--- config.mk ---
export PLATFORM = sky130hd
export DESIGN_NAME = degu_gpio
export DESIGN_NICKNAME = d
export VERILOG_FILES = /design/src/rtl/degu_soc_pkg.sv /design/src/rtl/degu_gpio.sv
export SDC_FILE = /design/constraint.sdc
export NUM_CORES = 1
export LEC_CHECK = 0
export ABC_CLOCK_PERIOD_IN_PS = 1400
export BUFFER_PORTS_ARGS = -buffer_cell sky130_fd_sc_hd__buf_2
export CORE_MARGIN = 2
export CORE_UTILIZATION = 40
export DETAILED_ROUTE_END_ITERATION = 10
export GPL_ROUTABILITY_DRIVEN = 1
export PLACE_DENSITY = 0.71
export SLEW_MARGIN = 5
export SYNTH_ARGS = -nofsm -noshare
export SYNTH_HDL_FRONTEND = slang
export SYNTH_SLANG_ARGS = --single-unit
--- constraint.sdc ---
create_clock -name clk -period 1.4 [get_ports clk]
set_input_delay 0.28 -clock clk [delete_from_list [all_inputs] [get_ports clk]]
set_output_delay 0.28 -clock clk [all_outputs]
set_load 0.03 [all_outputs]
--- src/rtl/degu_soc_pkg.sv ---
`default_nettype none

package degu_soc_pkg;

//////////////////////////////////////////////////
// widths and address map
//////////////////////////////////////////////////

  // data and address width
  localparam int unsigned XLEN = 32;
  // byte lanes per word
  localparam int unsigned BLEN = XLEN/8;
  // peripheral (1) or data memory (0)
  localparam int unsigned REGION_BIT = 14;
  // inside peripherals: UART window (1) or GPIO (0)
  localparam int unsigned PER_SEL_BIT = 6;

//////////////////////////////////////////////////
// address word, two decodings
//////////////////////////////////////////////////

  typedef union packed {
    // data memory view
    struct packed {
      logic [XLEN-2-REGION_BIT:0]           upper;
      logic                                 region;
      logic [REGION_BIT-3:0]                word;
      logic [$clog2(BLEN)-1:0]              boff;
    } mem;
    // peripheral view
    struct packed {
      logic [XLEN-2-REGION_BIT:0]           upper;
      logic                                 region;
      logic [REGION_BIT-PER_SEL_BIT-2:0]    unused;
      logic                                 per_sel;
      logic [PER_SEL_BIT-3:0]               regidx;
      logic [$clog2(BLEN)-1:0]              boff;
    } per;
  } soc_addr_u;

//////////////////////////////////////////////////
// APB request and response
//////////////////////////////////////////////////

  typedef struct packed {
    logic            psel;
    logic            penable;
    logic            pwrite;
    soc_addr_u       paddr;
    logic [BLEN-1:0] pstrb;
    logic [XLEN-1:0] pwdata;
  } apb_req_t;

  typedef struct packed {
    logic [XLEN-1:0] prdata;
    logic            pready;
    logic            pslverr;
  } apb_rsp_t;

  // GPIO register indices, others undefined
  typedef enum logic [PER_SEL_BIT-3:0] {
    GPIO_OUT = 4'd0,
    GPIO_ENA = 4'd1,
    GPIO_INP = 4'd2
  } gpio_reg_e;

endpackage: degu_soc_pkg

`default_nettype wire

--- src/rtl/degu_gpio.sv ---
`timescale 1ns/10ps
`default_nettype none

module degu_gpio
  import degu_soc_pkg::*;
#(
  // GPIO width, up to XLEN
  parameter int unsigned GW = 32
)(
  // system signals
  input  logic          clk,
  input  logic          rst,
  // APB target port
  input  apb_req_t      apb_req,
  output apb_rsp_t      apb_rsp,
  // GPIO pads
  output logic [GW-1:0] gpio_drive,
  output logic [GW-1:0] gpio_enable,
  input  logic [GW-1:0] gpio_pins
);

//////////////////////////////////////////////////
// local signals
//////////////////////////////////////////////////

  // register index from the peripheral view
  gpio_reg_e       reg_idx;
  // write in the access cycle
  logic            wr_en;
  // per-bit mask from pstrb
  logic [XLEN-1:0] strb_mask;
  // read mux output
  logic [XLEN-1:0] rd_data;
  // undefined register index
  logic            reg_err;
  // input synchronizer stages
  logic [GW-1:0]   sync_q1;
  logic [GW-1:0]   sync_q2;

  assign reg_idx = gpio_reg_e'(apb_req.paddr.per.regidx);
  assign wr_en   = apb_req.psel & apb_req.penable & apb_req.pwrite;

  // expand byte strobes to bits
  always_comb begin
    for (int i = 0; i < XLEN; i++) begin
      strb_mask[i] = apb_req.pstrb[i/8];
    end
  end

//////////////////////////////////////////////////
// output and enable registers
//////////////////////////////////////////////////

  always_ff @(posedge clk) begin
    if (rst) begin
      gpio_drive  <= '0;
      gpio_enable <= '0;
    end else if (wr_en) begin
      // input register and undefined indices ignore writes
      case (reg_idx)
        GPIO_OUT: gpio_drive  <= (gpio_drive & ~strb_mask[GW-1:0])
                               | (apb_req.pwdata[GW-1:0] & strb_mask[GW-1:0]);
        GPIO_ENA: gpio_enable <= (gpio_enable & ~strb_mask[GW-1:0])
                               | (apb_req.pwdata[GW-1:0] & strb_mask[GW-1:0]);
        default: ;
      endcase
    end
  end

//////////////////////////////////////////////////
// input synchronizer
//////////////////////////////////////////////////

  // two flops, pin level visible after two edges
  always_ff @(posedge clk) begin
    if (rst) begin
      sync_q1 <= '0;
      sync_q2 <= '0;
    end else begin
      sync_q1 <= gpio_pins;
      sync_q2 <= sync_q1;
    end
  end

//////////////////////////////////////////////////
// read and response
//////////////////////////////////////////////////

  // zero extended to XLEN
  always_comb begin
    rd_data = '0;
    reg_err = 1'b0;
    case (reg_idx)
      GPIO_OUT: rd_data = XLEN'(gpio_drive);
      GPIO_ENA: rd_data = XLEN'(gpio_enable);
      GPIO_INP: rd_data = XLEN'(sync_q2);
      default:  reg_err = 1'b1;
    endcase
  end

  // answers in the first access cycle
  assign apb_rsp.prdata  = rd_data;
  assign apb_rsp.pready  = 1'b1;
  assign apb_rsp.pslverr = reg_err;

endmodule: degu_gpio

`default_nettype wire

==> flow_summary_export.csv <==
group,metric,value,unit
status,outcome,"finished with violations",
status,violations,"negative setup slack",
synth,synth_top_area_share,51.9,%
synth,syn-cell-area,4940,sq um
power,power_frac_comb,5.4,%
setup_path,cp-end-kind,"primary output",
power,ir_drop,0.931,mV
die,dieArea,13200,sq um
cts,path_clk_slew,0.05,ns
setup_path,cp.required,1.12,ns
cts,holdBufCountCts,0,
power,leakage,3.47,nW
grt,antenna_found_initial,2,
cells_and_area,drive_above_1_share,44.5,%
hold_path,holdCritPathClass,"in -> reg",
sta,slew_violations,0,
cells_and_area,antenna_cells,0,
grt,track_usage,19.2,%
sta,finalSetupViolCount,32,
synth,synth-seq-cells,128,
setup_path,critPathKind,"in -> out",
sta,hold-worst-slack,0.0768,ns
power,p_sw_share,20.2,%
setup_path,worstPathArrival,1.41,ns
power,power_density,1250,nW/um^2
placed_design,port_buffers,173,
sta,fmax,593,MHz
grt,grt-ovfl-total,0,
grt,grt_max_degree,61,
setup_path,slowest_stage,"nor4b_4",
cts,cts_buffers,17,
cts,cts_tree,"built",
power,finalPower,8.88,mW
synth,async_flop_share,0,%
synth,yosysWarnings,0,
cells_and_area,finalNetCount,766,
setup_path,slowest_delay,0.39,ns
sta,setup_slack,-0.288,ns
drt,drt_iter0_drc,353,
synth,syn_nets,571,
die,initial_core_util,41.1,%
drt,routed_via_density,4.99,
setup_path,crit_buf_inv,4,
sta,hold_viol_final,0,
die,ios,203,
cells_and_area,final_cells,821,
synth,ys_seq_area_share,51.9,%
drt,drt_pass1_iterations,7,
sta,rsz0062_at_grt,"true",
cts,clock-root-buffer,"clkbuf_16",
synth,synthCells,466,
power,power_switching,1.79,mW
grt,grt_pass1_wl,19600,um
setup_path,path_max_fanout,12,
sta,final.setup_skew,0.00333,ns
die,rows,40,
cts,clkLatencyLatePin,0.41,ns
cts,htree_levels,4,
synth,synth_cell_types,18,
sta,min_period_over_period,121,%
setup_path,crit_path_cell_trace,"buf_8, nor4b_4, buf_6, a222oi_1, inv_1, buf_2",
run,cap_violations,0,
drt,num_vias,4095,
setup_path,cp-start-kind,"input pin",
power,pwr-share-clk,52.3,%
drt,drc,0,
cts,clock_path_buffers,2,
power,internal-power,7.08,mW
cells_and_area,fillers,1020,
drt,drtAntennaViolNets,0,
synth,synth.most_common_cell,"dfxtp_1",
placed_design,placed_cells,776,
synth,ys_top_cells_by_count,"dfxtp_1, nand2b_1, mux2i_1, nor2b_1",
synth,synth_area_per_cell,10.6,sq um
placed_design,post-dp-hpwl,9010,um
drt,wl_per_cell,15.8,um
synth,synth_ff_type,"dfxtp_1",
sta,period_minus_slack,1.69,ns
die,core,12000,sq um
drt,routed_wl,13000,um
cts,clock_sinks,128,
die,die-height,115,um
grt,grt_pass1_vias,4010,
power,power_frac_seq,42.3,%
cells_and_area,area_growth,43.9,%
placed_design,gp_congestion,0.766,
synth,synth_largest_area_cell,"dfxtp_1",
setup_path,critical-path-top-delay-family,"buffers and inverters",
synth,synth_area_leaders,"dfxtp_1, mux2i_1, nand2b_1",
synth,synth_edf_count,0,
die,die_w,115,um
-- power groups by stage --
stage	registers [mW]	clock network (mW)	logic, mW
3_5_place_dp	3.84	0	0.450
4_1_cts	3.76	4.72	0.469
6_report	3.76	4.64	0.475
3_3_place_gp	3.83	0	0.437
5_1_grt	3.77	4.88	0.517
2_1_floorplan	3.84	0	0.240
-- per-layer routing --
metal	wire (um)	GRT usage, %
met5	13	0
met4	288	9.80
met3	818	5.69
met2	6780	32.4
met1	5100	22.2
-- placed cells by master (no fill, tap or decap) --
cell type / instances
clkinv_2: 5
clkbuf_8: 3
dfxtp_2: 23
inv_1: 2
nand3_1: 2
buf_2: 139
buf_6: 37
nand3_2: 3
inv_2: 30
buf_12: 6
buf_4: 26
clkbuf_16: 17
conb_1: 1
a222oi_1: 32
bufinv_16: 4
nor4b_4: 2
mux2i_1: 64
nor4_4: 1
nand2b_1: 96
clkinvlp_4: 2
and3_1: 6
dfxtp_1: 105
buf_8: 2
nor2b_1: 64
clkbuf_1: 1
a211o_1: 1
-- through the flow --
stage	setup slack (ns)	cell area, sq um	TNS [ns]	util (%)
final	-0.288	7100	-6.94	59.1
after global routing	-0.337	7100	-8.71	59.1
after CTS	-0.288	6920	-7.95	57.6
after detailed placement	-0.308	6110	-22.42	50.9
after global placement	-0.284	6110	-20.21	50.9
after floorplan	-0.124	4950	-3.71	-
-- final timing paths --
| path | slack, ns | from | to | depth (start not counted) |
|---|---|---|---|---|
| setup / recovery | -0.29 | apb_req[39] | apb_rsp[19] | 6 |
| hold / removal | 0.08 | gpio_pins[19] | sync_q1[19] | 2 |
| setup reg to reg | 0.68 | flip-flop | flip-flop | 3 |
| hold reg to reg | 0.43 | sync_q1[0] | sync_q2[0] | 1 |
-- kinds of logic (layout without fill, tap and decap cells) --
family	count (synthesis)	count (layout)	synth area share [%]
AO/OA/AOI/OAI	33	33	6.67
buffers and inverters	66	274	5.30
flip-flops	128	128	51.9
multiplexers	64	64	13.0
other	1	1	0.0760
AND/OR/NAND/NOR	174	174	23.1
-- final cells by class --
class / instances / area [sq um] / share of cell area, %
sequential: 128 / 2590 / 36.5
multi-input combinational: 272 / 2120 / 29.9
timing repair buffer: 210 / 1460 / 20.5
clock buffer: 21 / 470 / 6.62
tap: 147 / 184 / 2.59
clock inverter: 11 / 160 / 2.25
inverter: 32 / 120 / 1.69
-- timing repair --
item                       4_1_cts  5_1_grt
buffers inserted                 6        6
resized for setup               46       68
cloned                           1        0
pin swaps                        9       12
setup endpoints to repair       32       33
Power figures use the tool's default switching activity.
