--- src/rtl/degu_soc_pkg.sv ---
`default_nettype none

package degu_soc_pkg;

//////////////////////////////////////////////////
// widths and address map
//////////////////////////////////////////////////

  // data and address width
  localparam int unsigned XLEN = 32;
  // byte lanes per word
  localparam int unsigned BLEN = XLEN/8;
  // peripheral (1) or data memory (0)
  localparam int unsigned REGION_BIT = 14;
  // inside peripherals: UART window (1) or GPIO (0)
  localparam int unsigned PER_SEL_BIT = 6;

//////////////////////////////////////////////////
// address word, two decodings
//////////////////////////////////////////////////

  typedef union packed {
    // data memory view
    struct packed {
      logic [XLEN-2-REGION_BIT:0]           upper;
      logic                                 region;
      logic [REGION_BIT-3:0]                word;
      logic [$clog2(BLEN)-1:0]              boff;
    } mem;
    // peripheral view
    struct packed {
      logic [XLEN-2-REGION_BIT:0]           upper;
      logic                                 region;
      logic [REGION_BIT-PER_SEL_BIT-2:0]    unused;
      logic                                 per_sel;
      logic [PER_SEL_BIT-3:0]               regidx;
      logic [$clog2(BLEN)-1:0]              boff;
    } per;
  } soc_addr_u;

//////////////////////////////////////////////////
// APB request and response
//////////////////////////////////////////////////

  typedef struct packed {
    logic            psel;
    logic            penable;
    logic            pwrite;
    soc_addr_u       paddr;
    logic [BLEN-1:0] pstrb;
    logic [XLEN-1:0] pwdata;
  } apb_req_t;

  typedef struct packed {
    logic [XLEN-1:0] prdata;
    logic            pready;
    logic            pslverr;
  } apb_rsp_t;

  // GPIO register indices, others undefined
  typedef enum logic [PER_SEL_BIT-3:0] {
    GPIO_OUT = 4'd0,
    GPIO_ENA = 4'd1,
    GPIO_INP = 4'd2
  } gpio_reg_e;

endpackage: degu_soc_pkg

`default_nettype wire

--- src/rtl/degu_apb_decoder.sv ---
`timescale 1ns/10ps
`default_nettype none

module degu_apb_decoder
  import degu_soc_pkg::*;
(
  // upstream port from the master
  input  apb_req_t apb_req,
  output apb_rsp_t apb_rsp,
  // data memory port
  output apb_req_t mem_req,
  input  apb_rsp_t mem_rsp,
  // GPIO port
  output apb_req_t gpio_req,
  input  apb_rsp_t gpio_rsp
);

//////////////////////////////////////////////////
// address decoding
//////////////////////////////////////////////////

  // nothing mapped above the region bit
  logic addr_ok;
  // one-hot target select
  logic sel_mem;
  logic sel_gpio;
  logic sel_err;

  // upper field is the same in both views
  assign addr_ok = (apb_req.paddr.mem.upper == '0);

  // region 0: data memory, word view
  assign sel_mem = addr_ok & ~apb_req.paddr.mem.region;

  // region 1: peripheral view
  // lower half is GPIO
  assign sel_gpio = addr_ok
                  & apb_req.paddr.per.region
                  & ~apb_req.paddr.per.per_sel;

  // UART window and out-of-range addresses
  assign sel_err = ~sel_mem & ~sel_gpio;

//////////////////////////////////////////////////
// request routing
//////////////////////////////////////////////////

  // same request to all targets
  // only the selected one sees psel
  always_comb begin
    mem_req      = apb_req;
    mem_req.psel = apb_req.psel & sel_mem;
  end

  always_comb begin
    gpio_req      = apb_req;
    gpio_req.psel = apb_req.psel & sel_gpio;
  end

//////////////////////////////////////////////////
// response multiplexer
//////////////////////////////////////////////////

  always_comb begin
    if (sel_err) begin
      // error answered here in the first access cycle
      apb_rsp.prdata  = '0;
      apb_rsp.pready  = 1'b1;
      apb_rsp.pslverr = 1'b1;
    end else if (sel_gpio) begin
      apb_rsp = gpio_rsp;
    end else begin
      // data memory, pready from its wait state
      apb_rsp = mem_rsp;
    end
  end

endmodule: degu_apb_decoder

`default_nettype wire

--- config.mk ---
export PLATFORM = sky130hd
export DESIGN_NAME = degu_apb_decoder
export DESIGN_NICKNAME = d
export VERILOG_FILES = /design/src/rtl/degu_soc_pkg.sv /design/src/rtl/degu_apb_decoder.sv
export SDC_FILE = /design/constraint.sdc
export NUM_CORES = 1
export LEC_CHECK = 0
export BUFFER_PORTS_ARGS = -buffer_cell sky130_fd_sc_hd__buf_2
export CAP_MARGIN = 20
export CELL_PAD_IN_SITES_DETAIL_PLACEMENT = 1
export CELL_PAD_IN_SITES_GLOBAL_PLACEMENT = 1
export CORE_AREA = 2 2 123 125
export DETAILED_ROUTE_END_ITERATION = 6
export DIE_AREA = 0 0 125 127
export PLACE_DENSITY = 0.69
export SYNTH_ARGS = -nofsm -noshare
export SYNTH_HDL_FRONTEND = slang
export SYNTH_SLANG_ARGS = --single-unit
--- constraint.sdc ---
create_clock -name vclk -period 1.5
set_input_delay 0.075 -clock vclk [all_inputs]
set_output_delay 0.075 -clock vclk [all_outputs]
set_load 0.01 [all_outputs]
==> results.rst, run 1 <==
.. list-table::
   :header-rows: 1

   * - Metric
     - Value
   * - Critical Path AT
     - 1.36 ns
   * - All-layer global routing usage
     - approximately 7.2%
   * - Per-cell routed wire length
     - 15.0 µm
   * - Io pins
     - 315
   * - Final setup TNS
     - 0 ns
   * - Clock buffers
     - 0
   * - # rows
     - 44
   * - Hold Crit Class
     - in2out
   * - GR peak layer
     - met2
   * - Setup crit end kind
     - primary output
   * - Shortest period the worst path allows
     - 1.44 ns
   * - Synth unique cells
     - 18
   * - Met3 Resource Use GR
     - 1.93%
   * - Routing usage on met1
     - under 10%
   * - Fin crit share
     - 95.9%
   * - Pin count of the biggest net entering global routing
     - 27
   * - Die span in y
     - 127 µm
   * - Cell area after layout
     - a little over 2000 µm²
   * - # hold bufs at CTS
     - 0
   * - Max-slew violation total from the final report
     - 0
   * - Detailed-route wire length
     - 6.69 mm
   * - GR Util met2
     - 13.4%
   * - Share of synthesized area occupied by flip-flops and latches
     - 0%
   * - Non-Filler Instances
     - approximately 450
   * - Count of flip-flops and latches
     - 0
   * - Netlist area before placement
     - 1900 µm²
   * - Cell-by-cell listing of the critical path
     - buf_8, a2111oi_4, buf_4, nand3_4, buf_12, nor3_2, buf_2
   * - Count of antenna-violating nets left after detailed routing
     - 0
   * - Number of global-route vias before repair
     - 1,540
   * - Antenna diode count
     - 0
   * - Die area
     - around 16,000 µm²
   * - Slew Limit Headroom
     - around three quarters
   * - Required arrival time at the worst endpoint
     - 1.42 ns
   * - Cell leakage power
     - 1.13 nW
   * - Most frequent standard cell in the layout excluding fill and tap cells
     - buf_2
   * - Most used cells in the layout excluding fill and tap cells
     - buf_2 (160), mux2i_1 (34), nor3_2 (27)
   * - FMAX
     - 0.695 GHz
   * - Total power per unit cell area
     - 183 nW/µm²
   * - Number of maximum-capacitance violations
     - 0
   * - Kind of cell adding the most delay to the critical path
     - buffers and inverters
   * - Via count
     - 1,537
   * - Weighted congestion at the end of routability-driven global placement
     - 0.706
   * - Global route overflow
     - 0
   * - Number of synthesis warnings
     - 0
   * - DPL Wire Length
     - 5.71 mm
   * - Worst slack on hold paths
     - ~0.15 ns
   * - Gate Count Post-Synth
     - around 230
   * - Initial antenna violation count
     - 0
   * - Initial cell density of the core
     - a little over an eighth
   * - Area after DPL
     - ~2000 µm²
   * - Horizontal extent of the die
     - 125 µm
   * - Final-report hold violation count
     - 0
   * - First-pass GRT wire length
     - 9.16 mm
   * - Number of buffers added on ports
     - roughly 160
   * - IR Drop Worst-Case VDD
     - 54.4 µV
   * - Cells after DPL
     - roughly 440
   * - Final net count
     - 403
   * - Result of the run
     - finished, final reports clean
   * - Critical path buffers and inverters
     - 4
   * - Worst setup path class
     - in2out
   * - Core region area
     - 14,400 µm²
   * - Mapped Avg Cell Area
     - 8.18 µm²
   * - Count of endpoints failing setup in the final report
     - 0
   * - Design Power
     - 380 µW
   * - Growth of design area from synthesis to finish
     - 9.36%
   * - Fraction of final layout cells with drive strength greater than 1
     - 82.4%
   * - Worst slew pin tran
     - 0.344 ns
   * - Critical path startpoint category
     - input port
   * - Slowest stage cell on the critical path
     - a2111oi_4
   * - Ratio of routed vias to standard cells
     - between 3 and 4
   * - CP max stage delay
     - roughly 0.32 ns
   * - DRT Pass-1 Iters
     - 4
   * - Synth Net Count
     - approximately 370
   * - Maximum fanout count along the critical path
     - 10
   * - Number of DRC markers after the initial detailed-route iteration
     - 27
   * - DRC violation count after routing
     - 0
   * - Setup repair after global routing missed its margin
     - yes
   * - Sequential cell area
     - 0 µm²
## worst paths after layout
kind | start | end | slack, ns | cells after the start
max | apb_req[42] | apb_rsp[17] | 0.06 | 7
min | apb_req[31] | gpio_req[31] | 0.15 | 0
## metrics by stage
stage | util (%) | setup slack [ns]
after floorplan | - | 0.348
after global placement | 13.7 | 0.0265
after detailed placement | 13.7 | 0.0378
after CTS | 13.7 | 0.0332
after global routing | 14.4 | -0.0404
final | 14.4 | 0.0616
## layout make-up
| type | count | area [µm²] |
|---|---|---|
| fillers | 1789 | 12300 |
| repair buffers | 180 | 1030 |
| multi-input cells | 81 | 808 |
| well taps | 184 | 230 |
| inverters | 1 | 3.75 |
## metal layers
layer  vias to the layer above  routed length [µm]
li1                        697                   -
met1                       684                2230
met2                       115                3450
met3                        41                 703
met4                         0                 308
met5                         -                   0
## synth_stat cells, drive strengths merged
cell type / instances / share of area [%]
a2111oi: 1 / 1.5
and3: 1 / 0.40
nand2b: 1 / 0.33
nand2: 1 / 0.20
nand4: 2 / 0.66
mux2i: 34 / 18
inv: 1 / 0.20
buf: 150 / 59
nand3: 2 / 1.2
nor2: 1 / 0.20
nor3: 33 / 15
nor4: 5 / 3.6
## report_power, final
part	switching (mW)	internal [mW]	total, mW	leakage [nW]
combinational	0.187	0.193	0.380	1.13
sequential	0	0	0	0
clock	0	0	0	0
## kinds of logic after synthesis
| logic type | after synthesis | synth area share (%) |
|---|---|---|
| AOI/OAI and AO/OA | 1 | 1.45 |
| buffers and inverters | 151 | 59.6 |
| and+or+nand+nor | 46 | 21.0 |
| muxes | 34 | 17.9 |
## repair_timing
item | 4_1_cts | 5_1_grt
gates resized for setup | 0 | 13
hold endpoints to repair | 0 | 0
buffers inserted | 0 | 1
setup endpoints to repair | 0 | 22
Power figures use the tool's default switching activity.
==> run 2: changes to the inputs <==
==> config.mk (replaced) <==
export PLATFORM = sky130hd
export DESIGN_NAME = degu_apb_decoder
export DESIGN_NICKNAME = d
export VERILOG_FILES = /design/src/rtl/degu_soc_pkg.sv /design/src/rtl/degu_apb_decoder.sv
export SDC_FILE = /design/constraint.sdc
export NUM_CORES = 1
export LEC_CHECK = 0
export CAP_MARGIN = 30
export CELL_PAD_IN_SITES_DETAIL_PLACEMENT = 1
export CELL_PAD_IN_SITES_GLOBAL_PLACEMENT = 1
export CORE_AREA = 2 2 122 124
export DETAILED_ROUTE_END_ITERATION = 6
export DIE_AREA = 0 0 124 126
export DONT_BUFFER_PORTS = 1
export PLACE_DENSITY = 0.37
export SYNTH_ARGS = -nofsm -noshare
export SYNTH_HDL_FRONTEND = slang
export SYNTH_SLANG_ARGS = --single-unit
==> run 2 against run 1 <==
Maximum frequency rose by 13%. Critical path type unchanged. Largest cell class is now multi-input combinational cells. Hold slack stayed put. Routed wire length down 39%. Sequential cell count unchanged. Design area is 42% lower. Combinational power shrank 66%. Highest routed layer unchanged. Power fell by 66%. Cell count fell by 36%. Via count is 40% lower. Die area fell by 1.6%.
==> results.rst, run 2 (synthesis gave the netlist of run 1 again) <==
.. list-table::
   :header-rows: 1

   * - Metric
     - Value
   * - All-layer global routing usage
     - 4.34%
   * - Setup repair after global routing missed its margin
     - no
   * - FMAX
     - 0.786 GHz
   * - Internal power
     - 64.7 µW
   * - Worst setup path class
     - in2out
   * - IR Drop Worst-Case VDD
     - 25.1 µV
   * - Number of maximum-capacitance violations
     - 0
   * - # hold bufs at CTS
     - 0
   * - Switching power as a share of total power
     - 49.9%
   * - Final-report hold violation count
     - 0
   * - Fin crit share
     - 84.9%
   * - Sequential cell area
     - 0 µm²
   * - Initial antenna violation count
     - 0
   * - Die area
     - around 16,000 µm²
   * - Pin count of the biggest net entering global routing
     - 32
   * - Setup slack of the critical path after layout
     - 0.227 ns
   * - Fraction of final layout cells with drive strength greater than 1
     - 49.5%
   * - Filler cells
     - between 1.5k and 2k
   * - Result of the run
     - finished, final reports clean
   * - End point of the worst hold path
     - gpio_req[28]
   * - Weighted congestion at the end of routability-driven global placement
     - ~0.6
   * - Io pins
     - 315
   * - Slew Limit Headroom
     - ~77%
   * - Core region area
     - 14,300 µm²
   * - Count of antenna-violating nets left after detailed routing
     - 0
   * - Growth of design area from synthesis to finish
     - -36.1%
   * - Shortest period the worst path allows
     - between 1 and 1.5 ns
   * - Die span in y
     - approximately 130 µm
   * - Hold Crit Class
     - in2out
   * - DRT Pass-1 Iters
     - 4
   * - Most frequent standard cell in the layout excluding fill and tap cells
     - mux2i_1
   * - Worst hold start
     - apb_req[28]
   * - Count of endpoints failing setup in the final report
     - 0
   * - Critical path startpoint category
     - input port
   * - Number of global-route vias before repair
     - 944
   * - DRC violation count after routing
     - 0
   * - Number of DRC markers after the initial detailed-route iteration
     - 3
   * - Detailed-route wire length
     - 4.08 mm
   * - Horizontal extent of the die
     - 124 µm
   * - Clock buffers
     - 0
   * - Total power per unit cell area
     - 106 nW/µm²
   * - Logic gate share of total power
     - 100.0%
   * - Final net count
     - 244
   * - Ratio of routed vias to standard cells
     - 3.21
   * - Post-CTS sizing
     - 0
   * - Count of flip-flops and latches
     - 0
   * - DPL Wire Length
     - 3.48 mm
   * - Initial cell density of the core
     - 13.3%
   * - # rows
     - 44
   * - Power dissipated by switching net loads
     - ~64 µW
   * - Setup crit end kind
     - primary output
   * - Max-slew violation total from the final report
     - 0
   * - Cell leakage power
     - between 0.4 and 0.5 nW
   * - Setup slack at placement
     - about 0.20 ns
   * - Postcts setup bufs
     - 0
   * - Via count
     - 921
   * - Final setup TNS
     - 0 ns
   * - Antenna diode count
     - 0
   * - First-pass GRT wire length
     - approximately 5.3 mm
   * - Maximum fanout count along the critical path
     - 30
   * - Global route overflow
     - 0
   * - Number of buffers added on ports
     - 0
   * - Worst slew pin tran
     - 0.342 ns
   * - Most used cells in the layout excluding fill and tap cells
     - mux2i_1 (34), nor3_2 (22), buf_4 (17)
   * - Critical Path AT
     - 1.20 ns
   * - Cell area after layout
     - 1210 µm²
   * - Area after DPL
     - 1210 µm²
   * - Required arrival time at the worst endpoint
     - 1.42 ns
   * - Number of cells traversed by the worst hold path
     - 0
   * - Clock group share of total power
     - 0%
   * - Per-cell routed wire length
     - 14.2 µm
   * - Relative contribution of sequential cells to total power
     - 0%
run 2: worst max-delay path by stage:
stage | startpoint | to | slack [ns] | cells after the start
global placement | apb_req[42] | apb_rsp[15] | 0.24 | 5
floorplan | apb_req[42] | apb_rsp[10] | 0.35 | 4
finish | apb_req[42] | apb_rsp[11] | 0.23 | 5
detailed placement | apb_req[42] | apb_rsp[11] | 0.20 | 5
global route | apb_req[42] | apb_rsp[8] | 0.12 | 5
CTS | apb_req[42] | apb_rsp[11] | 0.19 | 5
run 2: power by group through the flow:
stage          combinational [mW]  clock [mW]  sequential (mW)
2_1_floorplan               0.491           0                0
3_3_place_gp                0.130           0                0
3_5_place_dp                0.134           0                0
4_1_cts                     0.134           0                0
5_1_grt                     0.144           0                0
6_report                    0.129           0                0
run 2: area by class of cell:
| type | count | area [µm²] | area share, % |
|---|---|---|---|
| multi-input combinational | 81 | 772 | 63.6 |
| tap | 184 | 230 | 19.0 |
| timing repair buffer | 21 | 208 | 17.1 |
| inverter | 1 | 3.75 | 0.309 |
run 2: metrics by stage:
stage / hold slack, ns / std cells / power, mW / utilization (%)
2_1_floorplan: 0.204 / 232 / 0.491 / -
3_3_place_gp: 0.150 / 287 / 0.130 / 8.48
3_5_place_dp: 0.150 / 287 / 0.134 / 8.48
4_1_cts: 0.150 / 287 / 0.134 / 8.48
5_1_grt: 0.150 / 287 / 0.144 / 8.48
6_report: 0.150 / 287 / 0.129 / 8.48
run 2: layer usage:
metal  part of all wire, %  up-vias  GRT usage [%]
li1                      -      377              -
met2                    49       97           8.08
met3                    14       36          0.906
met4                   5.3        0           2.51
met1                    32      411           4.37
met5                     0        -              0
run 2: critical path, stage by stage:
cell	delay (ns)
a2111oi_4	0.41
nand3_4	0.13
buf_12	0.19
nor3_1	0.23
buf_4	0.16
